==> src/rtl/rv_core_config.svh <==
`ifndef RV_CORE_CONFIG_SVH
`define RV_CORE_CONFIG_SVH

// integer register width
`define RV_XLEN 64

// architectural register file
`define RV_NUM_REGS 32
`define RV_REG_AW 5

// data memory, counted in doublewords
`define RV_MEM_WORDS 64
`define RV_MEM_AW 6

`endif
==> src/rtl/rv_core_pkg.sv <==
`default_nettype none

package rv_core_pkg;

    typedef struct packed {
        logic [6:0] funct7;
        logic [4:0] rs2;
        logic [4:0] rs1;
        logic [2:0] funct3;
        logic [4:0] rd;
        logic [6:0] opcode;
    } inst_r;

    typedef struct packed {
        logic [11:0] imm12;
        logic [4:0]  rs1;
        logic [2:0]  funct3;
        logic [4:0]  rd;
        logic [6:0]  opcode;
    } inst_i;

    typedef struct packed {
        logic [6:0] imm_hi;
        logic [4:0] rs2;
        logic [4:0] rs1;
        logic [2:0] funct3;
        logic [4:0] imm_lo;
        logic [6:0] opcode;
    } inst_s;

    // one instruction word, three ways to look at it
    typedef union packed {
        inst_r r;
        inst_i i;
        inst_s s;
    } inst_u;

    typedef enum logic [3:0] {
        ALU_ADD,
        ALU_SUB,
        ALU_AND,
        ALU_OR,
        ALU_XOR,
        ALU_SLL,
        ALU_SRL,
        ALU_SRA,
        ALU_SLT,
        ALU_SLTU
    } alu_op_e;

    typedef enum logic {
        WM_FULL,      // 64-bit value as is
        WM_WORD_SEXT  // low word, sign-extended
    } wmode_e;

    localparam logic [6:0] OP        = 7'b0110011;
    localparam logic [6:0] OP_IMM    = 7'b0010011;
    localparam logic [6:0] OP_32     = 7'b0111011;
    localparam logic [6:0] OP_IMM_32 = 7'b0011011;
    localparam logic [6:0] LOAD      = 7'b0000011;
    localparam logic [6:0] STORE     = 7'b0100011;

endpackage

`default_nettype wire

==> src/rtl/inst_decode.sv <==
`default_nettype none
`include "rv_core_config.svh"

module inst_decode import rv_core_pkg::*; (
    input  inst_u                 inst,
    output logic [`RV_REG_AW-1:0] rs1,
    output logic [`RV_REG_AW-1:0] rs2,
    output logic [`RV_REG_AW-1:0] rd,
    output logic [`RV_XLEN-1:0]   imm,
    output logic                  use_imm,
    output alu_op_e               alu_op,
    output logic                  word_op,
    output logic                  is_load,
    output logic                  is_store,
    output logic                  mem_dword,
    output logic                  wb_en,
    output logic                  illegal
);

    // register fields sit at the same bits in every format
    assign rs1 = inst.r.rs1;
    assign rs2 = inst.r.rs2;
    assign rd  = inst.r.rd;

    assign imm = (inst.r.opcode == STORE) ?
                 {{(`RV_XLEN-12){inst.s.imm_hi[6]}}, inst.s.imm_hi, inst.s.imm_lo} :
                 {{(`RV_XLEN-12){inst.i.imm12[11]}}, inst.i.imm12};

    always_comb begin
        use_imm   = 1'b0;
        alu_op    = ALU_ADD;
        word_op   = 1'b0;
        is_load   = 1'b0;
        is_store  = 1'b0;
        mem_dword = 1'b0;
        wb_en     = 1'b0;
        illegal   = 1'b0;
        case (inst.r.opcode)
            OP: begin
                wb_en = 1'b1;
                case (inst.r.funct3)
                    3'b000: alu_op = inst.r.funct7[5] ? ALU_SUB : ALU_ADD;
                    3'b001: alu_op = ALU_SLL;
                    3'b010: alu_op = ALU_SLT;
                    3'b011: alu_op = ALU_SLTU;
                    3'b100: alu_op = ALU_XOR;
                    3'b101: alu_op = inst.r.funct7[5] ? ALU_SRA : ALU_SRL;
                    3'b110: alu_op = ALU_OR;
                    default: alu_op = ALU_AND;
                endcase
                // alternate funct7 only for sub and sra
                illegal = !((inst.r.funct7 == 7'b0000000) ||
                            (inst.r.funct7 == 7'b0100000 &&
                             (inst.r.funct3 == 3'b000 || inst.r.funct3 == 3'b101)));
            end
            OP_IMM: begin
                wb_en   = 1'b1;
                use_imm = 1'b1;
                case (inst.i.funct3)
                    3'b000: alu_op = ALU_ADD;
                    3'b100: alu_op = ALU_XOR;
                    3'b110: alu_op = ALU_OR;
                    3'b111: alu_op = ALU_AND;
                    default: illegal = 1'b1;  // slti, shifts not supported
                endcase
            end
            OP_32: begin
                wb_en   = 1'b1;
                word_op = 1'b1;
                alu_op  = inst.r.funct7[5] ? ALU_SUB : ALU_ADD;
                illegal = (inst.r.funct3 != 3'b000) ||
                          !(inst.r.funct7 == 7'b0000000 || inst.r.funct7 == 7'b0100000);
            end
            OP_IMM_32: begin
                wb_en   = 1'b1;
                word_op = 1'b1;
                use_imm = 1'b1;
                illegal = (inst.i.funct3 != 3'b000);  // addiw only
            end
            LOAD: begin
                wb_en     = 1'b1;
                use_imm   = 1'b1;
                is_load   = 1'b1;
                mem_dword = inst.i.funct3[0];
                illegal   = !(inst.i.funct3 == 3'b011 || inst.i.funct3 == 3'b010);
            end
            STORE: begin
                use_imm   = 1'b1;
                is_store  = 1'b1;
                mem_dword = inst.s.funct3[0];
                illegal   = !(inst.s.funct3 == 3'b011 || inst.s.funct3 == 3'b010);
            end
            default: illegal = 1'b1;
        endcase
        if (illegal) begin
            wb_en    = 1'b0;
            is_load  = 1'b0;
            is_store = 1'b0;
        end
    end

    always_comb begin
        a_ls_excl: assert (!(is_load && is_store));
    end

endmodule

`default_nettype wire

==> config.mk <==
export PLATFORM = sky130hd
export DESIGN_NAME = inst_decode
export DESIGN_NICKNAME = d
export VERILOG_FILES = /design/src/rtl/rv_core_pkg.sv /design/src/rtl/inst_decode.sv
export VERILOG_INCLUDE_DIRS = /design/src /design/src/rtl
export SDC_FILE = /design/constraint.sdc
export NUM_CORES = 1
export LEC_CHECK = 0
export BUFFER_PORTS_ARGS = -buffer_cell sky130_fd_sc_hd__buf_4
export CORE_MARGIN = 2
export CORE_UTILIZATION = 32
export DETAILED_ROUTE_END_ITERATION = 7
export PLACE_DENSITY_LB_ADDON = 0.25
export SETUP_SLACK_MARGIN = 0.05
export SYNTH_ARGS = -nofsm -noshare
export SYNTH_HDL_FRONTEND = slang
export SYNTH_SLANG_ARGS = --single-unit
==> constraint.sdc <==
create_clock -name vclk -period 1.7
set_clock_uncertainty 0.2 [all_clocks]
set_input_delay 0.085 -clock vclk [all_inputs]
set_output_delay 0.085 -clock vclk [all_outputs]
set_load 0.01 [all_outputs]
==> impl_metrics.csv <==
group,metric,value,unit
outcome,run_status,"finished with violations",
outcome,failed_checks,"negative setup slack",
die,die_w,56.2,um
die,die-area,3150,sq um
sta,slew_viol_final,0,
logic_synthesis,synthesis.area,871,sq um
sta,slew_headroom,75.3,%
route,drc_errors,0,
sta,min_period,1.89,ns
layout,seq_cell_count,0,
critical_path,crit_path_end_kind,"primary output",
sta,tightestPinTransition,0.367,ns
layout,n_fill_cell,243,
sta,setup_viol,2,
critical_path,crit_slowest_cell,"or4_4",
layout,utilization,54.2,%
sta,hold_viol_final,0,
place,numPortBuffers,112,
route,drt-initial-drc-count,4,
place,place_area,1250,sq um
layout,fin_nets,206,
min_path,hp-class,"input pin to primary output",
sta,max_freq,529,MHz
logic_synthesis,ys_warn_count,0,
power,p_clk_share,0,%
layout,drive_above_1_share,75.6,%
layout,final-seq-area,0,sq um
route,ant_nets,0,
route,viasPerCell,4.42,
route,via_count,893,
critical_path,path_class,"input pin to primary output",
run,cap_violations,0,
die,num_rows,18,
critical_path,slowest_delay,0.54,ns
logic_synthesis,netlist_instances,121,
route,wl_per_cell,11.3,um
die,fp.dieH,56.2,um
layout,clock_buffers,0,
logic_synthesis,synthesis.area_per_instance,7.20,sq um
logic_synthesis,ys_seq_area_share,0,%
layout,finalInstanceArea,1370,sq um
critical_path,required,1.41,ns
layout,syn_to_final_growth,57.0,%
global_routing,gr-usage-met2,23.0,%
power,pwr-share-comb,100.0,%
layout,layout.cells.most_common,"buf_4",
sta,rsz0062_at_grt,"yes",
power,sw_frac_of_total,44.6,%
global_routing,grt_use_total,11.7,%
place,gp_routability_congestion,0.841,
layout,diodes,0,
place,dp_hpwl,1870,um
global_routing,grt_pass1_vias,725,
die,start_util,34.5,%
critical_path,critPathArrivalTime,1.61,ns
global_routing,grt_most_used_layer,"met2",
logic_synthesis,ys_types,26,
global_routing,grt_overflow,0,
power,switchingPower,152,uW
logic_synthesis,syn_nets,153,
critical_path,cp-start-kind,"input pin",
power,ir_drop,222,uV
route,drt_pass1_iterations,4,
power,pwr-share-seq,0,%
sta,timing.final.crit_share,111,%
die,io_pins,122,
route,routed_wl,2280,um
critical_path,path_cells,"buf_6 > or4_4 > nor3_4 > a211oi_2 > or4_4 > buf_6",
global_routing,antenna_found_initial,0,
power,power.leakage,0.721,nW
power,powerDensity,249,nW/um^2
global_routing,grt_max_degree,40,
global_routing,use_met1,14.4,%
global_routing,grt_pass1_wl,3230,um
sta,layout_setup_ws,-0.192,ns
layout,layout_common_cells,"buf_4 (120), nand2_1 (5), mux2_1 (5), dlygate4sd3_1 (5), a21oi_1 (4)",
die,design.core.area,2520,sq um
critical_path,path_max_fanout,2,
global_routing,gr-usage-met3,1.16,%
power,p_int,188,uW
==> final cells by class <==
type | instances | area (sq um) | area share [%]
multi-input combinational | 43 | 342 | 25.0
inverter | 1 | 3.75 | 0.274
timing repair buffer | 128 | 985 | 72.0
tap | 30 | 37.5 | 2.74
==> cells in the mapped netlist, types with 2 or more instances <==
cell      number  area share [%]
nor2b_1        2             1.4
mux2_1         5             6.5
nor4_1         3             2.2
buf_4         74              64
or4_1          2             1.7
a21oi_1        4             2.3
nor2_1         2            0.86
nand2_1        6             2.6
nor3_1         3             1.7
clkbuf_1       3             1.3
nor3b_1        2             1.7
==> power by group through the flow <==
| stage | logic (mW) | clock network, mW | registers, mW |
|---|---|---|---|
| 3_5_place_dp | 0.319 | 0 | 0 |
| 4_1_cts | 0.340 | 0 | 0 |
| 3_3_place_gp | 0.316 | 0 | 0 |
| 6_report | 0.340 | 0 | 0 |
| 2_1_floorplan | 0.220 | 0 | 0 |
| 5_1_grt | 0.363 | 0 | 0 |
==> per-layer routing <==
| layer | share of wire, % | wire length, um | vias to the layer above |
|---|---|---|---|
| met1 | 36 | 811 | 374 |
| met2 | 50 | 1150 | 76 |
| met5 | 0 | 0 | - |
| met3 | 14 | 322 | 0 |
| li1 | - | - | 443 |
| met4 | 0 | 0 | 0 |
==> metrics by stage <==
stage,hold WS (ns),setup WS [ns],setup TNS (ns),power (mW),instances
after floorplan,0.0219,0.0754,0,0.220,121
after global placement,-0.0299,-0.222,-0.539,0.316,194
after detailed placement,-0.0299,-0.225,-0.465,0.319,194
after CTS,0.143,-0.198,-0.198,0.340,199
after global routing,0.156,-0.244,-0.425,0.363,202
final,0.150,-0.192,-0.323,0.340,202
==> timing repair <==
| item | in CTS | in global routing |
|---|---|---|
| pin swaps | 1 | 1 |
| resized for setup | 9 | 1 |
| buffers inserted | 0 | 3 |
| hold endpoints to repair | 5 | 0 |
| endpoints found under the setup margin | 7 | 7 |
| hold buffers | 5 | 0 |
==> worst max-delay path: cells and delay by family <==
family                 cells  cell delay (ns)
and+or+nand+nor            3             1.19
buffers and inverters      2             0.23
AOI/OAI and AO/OA          1             0.10
==> cell families after synthesis <==
logic type	after synthesis	share of synthesized area [%]
buf+inv	78	65.5
simple gates	26	18.4
compound gates	12	9.63
mux	5	6.47
==> worst paths after layout <==
check | startpoint | end | slack, ns | cells past startpoint
max | inst[28] | illegal | -0.19 | 6
min | inst[27] | imm[7] | 0.15 | 2
(Power assumes the default switching activity.)
