**src/rtl/rv_core_config.svh**
```systemverilog
`ifndef RV_CORE_CONFIG_SVH
`define RV_CORE_CONFIG_SVH

// integer register width
`define RV_XLEN 64

// architectural register file
`define RV_NUM_REGS 32
`define RV_REG_AW 5

// data memory, counted in doublewords
`define RV_MEM_WORDS 64
`define RV_MEM_AW 6

`endif
```
**src/rtl/rv_core_pkg.sv**
```systemverilog
`default_nettype none

package rv_core_pkg;

    typedef struct packed {
        logic [6:0] funct7;
        logic [4:0] rs2;
        logic [4:0] rs1;
        logic [2:0] funct3;
        logic [4:0] rd;
        logic [6:0] opcode;
    } inst_r;

    typedef struct packed {
        logic [11:0] imm12;
        logic [4:0]  rs1;
        logic [2:0]  funct3;
        logic [4:0]  rd;
        logic [6:0]  opcode;
    } inst_i;

    typedef struct packed {
        logic [6:0] imm_hi;
        logic [4:0] rs2;
        logic [4:0] rs1;
        logic [2:0] funct3;
        logic [4:0] imm_lo;
        logic [6:0] opcode;
    } inst_s;

    // one instruction word, three ways to look at it
    typedef union packed {
        inst_r r;
        inst_i i;
        inst_s s;
    } inst_u;

    typedef enum logic [3:0] {
        ALU_ADD,
        ALU_SUB,
        ALU_AND,
        ALU_OR,
        ALU_XOR,
        ALU_SLL,
        ALU_SRL,
        ALU_SRA,
        ALU_SLT,
        ALU_SLTU
    } alu_op_e;

    typedef enum logic {
        WM_FULL,      // 64-bit value as is
        WM_WORD_SEXT  // low word, sign-extended
    } wmode_e;

    localparam logic [6:0] OP        = 7'b0110011;
    localparam logic [6:0] OP_IMM    = 7'b0010011;
    localparam logic [6:0] OP_32     = 7'b0111011;
    localparam logic [6:0] OP_IMM_32 = 7'b0011011;
    localparam logic [6:0] LOAD      = 7'b0000011;
    localparam logic [6:0] STORE     = 7'b0100011;

endpackage

`default_nettype wire

```
**src/rtl/rf_if.sv**
```systemverilog
`default_nettype none
`include "rv_core_config.svh"

interface rf_if import rv_core_pkg::*; ();
    logic [`RV_REG_AW-1:0] raddr1;
    logic [`RV_REG_AW-1:0] raddr2;
    logic [`RV_XLEN-1:0]   rdata1;
    logic [`RV_XLEN-1:0]   rdata2;
    logic                  wen;
    logic [`RV_REG_AW-1:0] waddr;
    logic [`RV_XLEN-1:0]   wdata;
    wmode_e                wmode;

    modport rf (
        input  raddr1, raddr2, wen, waddr, wdata, wmode,
        output rdata1, rdata2
    );

    modport user (
        output raddr1, raddr2, wen, waddr, wdata, wmode,
        input  rdata1, rdata2
    );
endinterface

`default_nettype wire

```
**src/rtl/reg_file.sv**
```systemverilog
`default_nettype none
`include "rv_core_config.svh"

module reg_file import rv_core_pkg::*; (
    input  wire   clk,
    input  wire   rst_n,
    rf_if.rf      rf
);

    logic [`RV_XLEN-1:0] regs [1:`RV_NUM_REGS-1];  // no storage for x0
    logic [`RV_XLEN-1:0] wval;
    logic                wr_hit;

    // word mode keeps bit 31 as the sign
    assign wval = (rf.wmode == WM_WORD_SEXT) ?
                  {{(`RV_XLEN-32){rf.wdata[31]}}, rf.wdata[31:0]} : rf.wdata;
    assign wr_hit = rf.wen && (rf.waddr != '0);  // x0 writes dropped here

    always_ff @(posedge clk or negedge rst_n) begin
        if (!rst_n) begin
            for (int k = 1; k < `RV_NUM_REGS; k++) begin
                regs[k] <= '0;
            end
        end else if (wr_hit) begin
            regs[rf.waddr] <= wval;
        end
    end

    always_comb begin
        if (rf.raddr1 == '0)
            rf.rdata1 = '0;
        else
            rf.rdata1 = regs[rf.raddr1];
    end

    always_comb begin
        if (rf.raddr2 == '0)
            rf.rdata2 = '0;
        else
            rf.rdata2 = regs[rf.raddr2];
    end

    // an x0 write must not land in the register being read
    a_x0_write_dropped: assert property (@(posedge clk) disable iff (!rst_n)
        ($past(rf.wen && rf.waddr == '0) && rf.raddr1 != '0 &&
         rf.raddr1 == $past(rf.raddr1)) |-> rf.rdata1 == $past(rf.rdata1));

    // x0 still reads zero right after someone tried to write it
    a_x0_zero: assert property (@(posedge clk) disable iff (!rst_n)
        ($past(rf.wen && rf.waddr == '0) && rf.raddr1 == '0) |-> rf.rdata1 == '0);

endmodule

`default_nettype wire

```
**src/flat_wrapper.sv**
```systemverilog
// flat-port wrapper written by rule: the top's interface ports become plain ports
module reg_file_flat import rv_core_pkg::*;
  (clk, rst_n, rf_raddr1, rf_raddr2, rf_wen, rf_waddr, rf_wdata, rf_wmode, rf_rdata1, rf_rdata2);
  rf_if rf_i ();
  input  wire clk;
  input  wire rst_n;
  input wire logic [$bits(rf_i.raddr1)-1:0] rf_raddr1;
  input wire logic [$bits(rf_i.raddr2)-1:0] rf_raddr2;
  input wire logic [$bits(rf_i.wen)-1:0] rf_wen;
  input wire logic [$bits(rf_i.waddr)-1:0] rf_waddr;
  input wire logic [$bits(rf_i.wdata)-1:0] rf_wdata;
  input wire logic [$bits(rf_i.wmode)-1:0] rf_wmode;
  output wire logic [$bits(rf_i.rdata1)-1:0] rf_rdata1;
  output wire logic [$bits(rf_i.rdata2)-1:0] rf_rdata2;
  assign rf_i.raddr1 = rf_raddr1;
  assign rf_i.raddr2 = rf_raddr2;
  assign rf_i.wen = rf_wen;
  assign rf_i.waddr = rf_waddr;
  assign rf_i.wdata = rf_wdata;
  assign rf_i.wmode = rf_wmode;
  assign rf_rdata1 = rf_i.rdata1;
  assign rf_rdata2 = rf_i.rdata2;
  reg_file u_core (.clk(clk), .rst_n(rst_n), .rf(rf_i));
endmodule
```
**config.mk**
```make
export PLATFORM = sky130hd
export DESIGN_NAME = reg_file_flat
export DESIGN_NICKNAME = d
export VERILOG_FILES = /design/src/rtl/rv_core_pkg.sv /design/src/rtl/rf_if.sv /design/src/rtl/reg_file.sv /design/src/flat_wrapper.sv
export VERILOG_INCLUDE_DIRS = /design/src /design/src/rtl
export SDC_FILE = /design/constraint.sdc
export NUM_CORES = 2
export LEC_CHECK = 0
export ABC_CLOCK_PERIOD_IN_PS = 1900
export BUFFER_PORTS_ARGS = -buffer_cell sky130_fd_sc_hd__buf_2
export CAP_MARGIN = 20
export CORE_UTILIZATION = 45
export CTS_BUF_LIST = sky130_fd_sc_hd__clkbuf_2
export DETAILED_ROUTE_END_ITERATION = 6
export MAX_ROUTING_LAYER = met4
export SKIP_CTS_REPAIR_TIMING = 1
export SLEW_MARGIN = 20
export SYNTH_ARGS = -nofsm -noshare
export SYNTH_HDL_FRONTEND = slang
export SYNTH_SLANG_ARGS = --single-unit
```
**constraint.sdc**
```tcl
create_clock -name clk -period 1.9 [get_ports clk]
set_clock_uncertainty 0.1 [all_clocks]
set_input_delay 0.19 -clock clk [delete_from_list [all_inputs] [get_ports clk]]
set_output_delay 0.19 -clock clk [all_outputs]
set_load 0.01 [all_outputs]
```
==> impl_results.md <==
* Placed cells at 12200
* Worst-path clk slew at 0.11 ns
* Top reg by flops: u_core.regs
* Mapped cell area at 104000 µm²
* I/O Pins at 211
* Routed len/inst at 29.0 µm
* Initial DRC Count at 8331
* CTS tree: yes
* Worst Path Arrival at 3.70 ns
* Leading cell type in the layout, fill and taps excluded: dfrtp_1
* Worst hold path depth at 7
* Die ar. at 233000 µm²
* Critical Path RT at 1.61 ns
* Via count at 83200
* Share of cells above drive strength 1 at 46.6%
* Fmax achieved at 250 MHz
* Mean post-synth cell area at 12.4 µm²
* Synth Instances at 8383
* Clk_lat worst skew at 1.88 ns
* Initial antenna violation count at 23
* DRT antenna net count at 0
* Register area share after synthesis at 47.7%
* Peak supply drop at 0.578 mV
* Post-synth net total at 8466
* Clock H-tree levels at 6
* Vias in the first global route at 83900
* Worst Max-Slew Pin Slew at 1.34 ns
* Largest net degree at the start of global routing at 80
* Failing checks: negative setup slack
* Synthesis-to-finish area growth at 26.2%
* Place WS at -0.739 ns
* Outcome: finished with violations
* RSZ-0062 raised after global routing: yes
* Overall die height at 483 µm
* Met2 usage at 50.8%
* Die X at 483 µm
* Total core area at 230000 µm²
* Post-Layout Cell Count at 13400
* Hold Path End: u_core.regs[304]
* Router iterations before antenna repair at 6
* Ys Warns at 0
* Busiest grt layer: met2
* Reg-to-Reg Start: u_core.regs[138]
* Vias per inst at 6.21
* Hold Crit Start: rf_wmode
* Most frequent cells in the layout: dfrtp_1 (1984), buf_4 (1123), mux2_2 (1082)
* Rows at 176
* GR Util All Layers at 34.0%
* Grt met1 use at 44.4%
* Hold slack final at 0.0168 ns
* Total Wirelength at 388 mm
* Layout net count at 10100
* Type of origin of the critical path: flop
* Setup WS post-layout at -2.09 ns
* Flop-to-flop setup slack at 0.33 ns
* DP Wirelength at 261 mm
* Hold Crit Class: in2reg
* Final Hold Fails at 0
* Max-cap violations at 0
* P_leak at 59.1 nW
* CP Max Fanout at 3
* CTS Buffer Depth at 4
* Port bufs at 210
* # DRC at 0
* Critical path endpoint category: output pin
* Number of CTS-inserted buffers at 558
* Setup violators final at 473
* First-pass GRT wire length at 565 mm
* Sinks on Clock Net at 1984
* Final period util at 210%
* Root buf cell: clkbuf_2
* Largest register FFs at 1984
* Worst Reg2Reg Path Length in Cells at 3
* M3 GR Usage at 7.68%
* Fill cells at 19000
* Post-layout min period at 3.99 ns
* Max_slew headroom at 10.9%
* Initial Util at 45.2%
* Post-Route Utilization at 57.1%
* Critical setup path kind: reg2out
* RePlAce Congestion at 0.928
* Distinct cells, synth at 42
* Biggest registers after layout: u_core.regs: 1984 flops
* GRT Residual Overflow at 0
* Max-slew violation count at 0
* Pwr Density at 934 nW/µm²
* Crit path from: u_core.regs[547]
* Yosys reg bits at 1984
* Reg2reg end: u_core.regs[138]
-- synthesized netlist by cell type --
cell type,number,area [µm²]
dfrtp_1,1984,49600
mux2_2,1086,12200
mux4_2,767,17300
nor2_1,634,2380
a21oi_1,600,3000
nand2_1,575,2160
clkbuf_1,537,2020
o21ai_0,503,2520
mux2i_1,499,4990
buf_2,247,1240
nor2b_1,143,895
o22ai_1,108,676
a211oi_1,100,751
a22oi_1,85,638
buf_1,79,297
a211o_1,53,464
a2111oi_0,50,438
nor4_1,50,313
o221ai_1,50,438
buf_4,37,278
o21ai_1,35,175
nand2b_1,20,125
nand3_1,20,100
a221oi_1,19,166
buf_6,18,203
nand4_1,16,100
nor3_1,16,80.1
o31a_1,14,123
a221o_1,6,60.1
nand3b_1,5,37.5
o21a_1,5,37.5
o32ai_1,5,43.8
and2_1,4,25.0
nor3b_1,4,30.0
or2_2,2,12.5
and2_0,1,6.26
and3_1,1,6.26
and3b_1,1,8.76
inv_1,1,3.75
nor2_2,1,6.26
nor3_4,1,16.3
or3b_1,1,8.76
-- worst max path at each step --
stage | slack, ns | cells past startpoint | end
after floorplan | -0.06 | 6 | rf_rdata2[17]
after global placement | -0.75 | 10 | rf_rdata2[38]
after detailed placement | -0.74 | 10 | rf_rdata2[38]
after CTS | -2.38 | 6 | rf_rdata2[35]
after global routing | -2.28 | 6 | rf_rdata1[62]
final | -2.09 | 6 | rf_rdata1[35]
-- cells by family after synthesis --
group	after synthesis	share of synthesized area, %
AND/OR/NAND/NOR	1495	6.06
multiplexers	2352	33.2
AO/OA/AOI/OAI	1633	9.16
buffers and inverters	919	3.88
flip-flops	1984	47.7
-- cell type report --
type,count,area (µm²),area share [%]
antenna,19,47.5,0.0362
clock buffer,782,3910,2.98
clock inverter,142,713,0.543
inverter,1,3.75,0.00286
multi-input combinational,5480,53100,40.4
sequential,1984,49600,37.8
tap,3026,3790,2.88
timing repair buffer,1960,20100,15.3
-- report_power, final --
group,switching [mW],internal [mW]
combinational,14.8,19.7
clock,18.8,11.8
sequential,6.78,50.8
-- per-layer routing --
layer  vias to the layer above  routed length (µm)  share of wire (%)
met5                         -                   0                  0
met3                       994               35000                9.0
met2                      4398              179000                 46
met4                         0               17600                4.5
met1                     43100              156000                 40
li1                      34700                   -                  -
-- worst max-delay path: stages, from the launching register on --
cell and delay [ns]:
dfrtp_1 0.42, mux4_2 0.52, mux2_4 0.30, nand2_4 0.07, nand4_1 0.15, buf_6 0.19
buf_6 0.13
-- metrics by stage --
| stage | total power [mW] | instance area, µm² | setup TNS (ns) |
|---|---|---|---|
| global placement | 88.6 | 122000 | -111.22 |
| floorplan | 76.1 | 105000 | -4.12 |
| finish | 123 | 131000 | -410.86 |
| CTS | 120 | 127000 | -282.48 |
| detailed placement | 90.0 | 122000 | -116.94 |
| global route | 129 | 131000 | -424.23 |
Note: power is estimated with default switching activity, not from simulation.
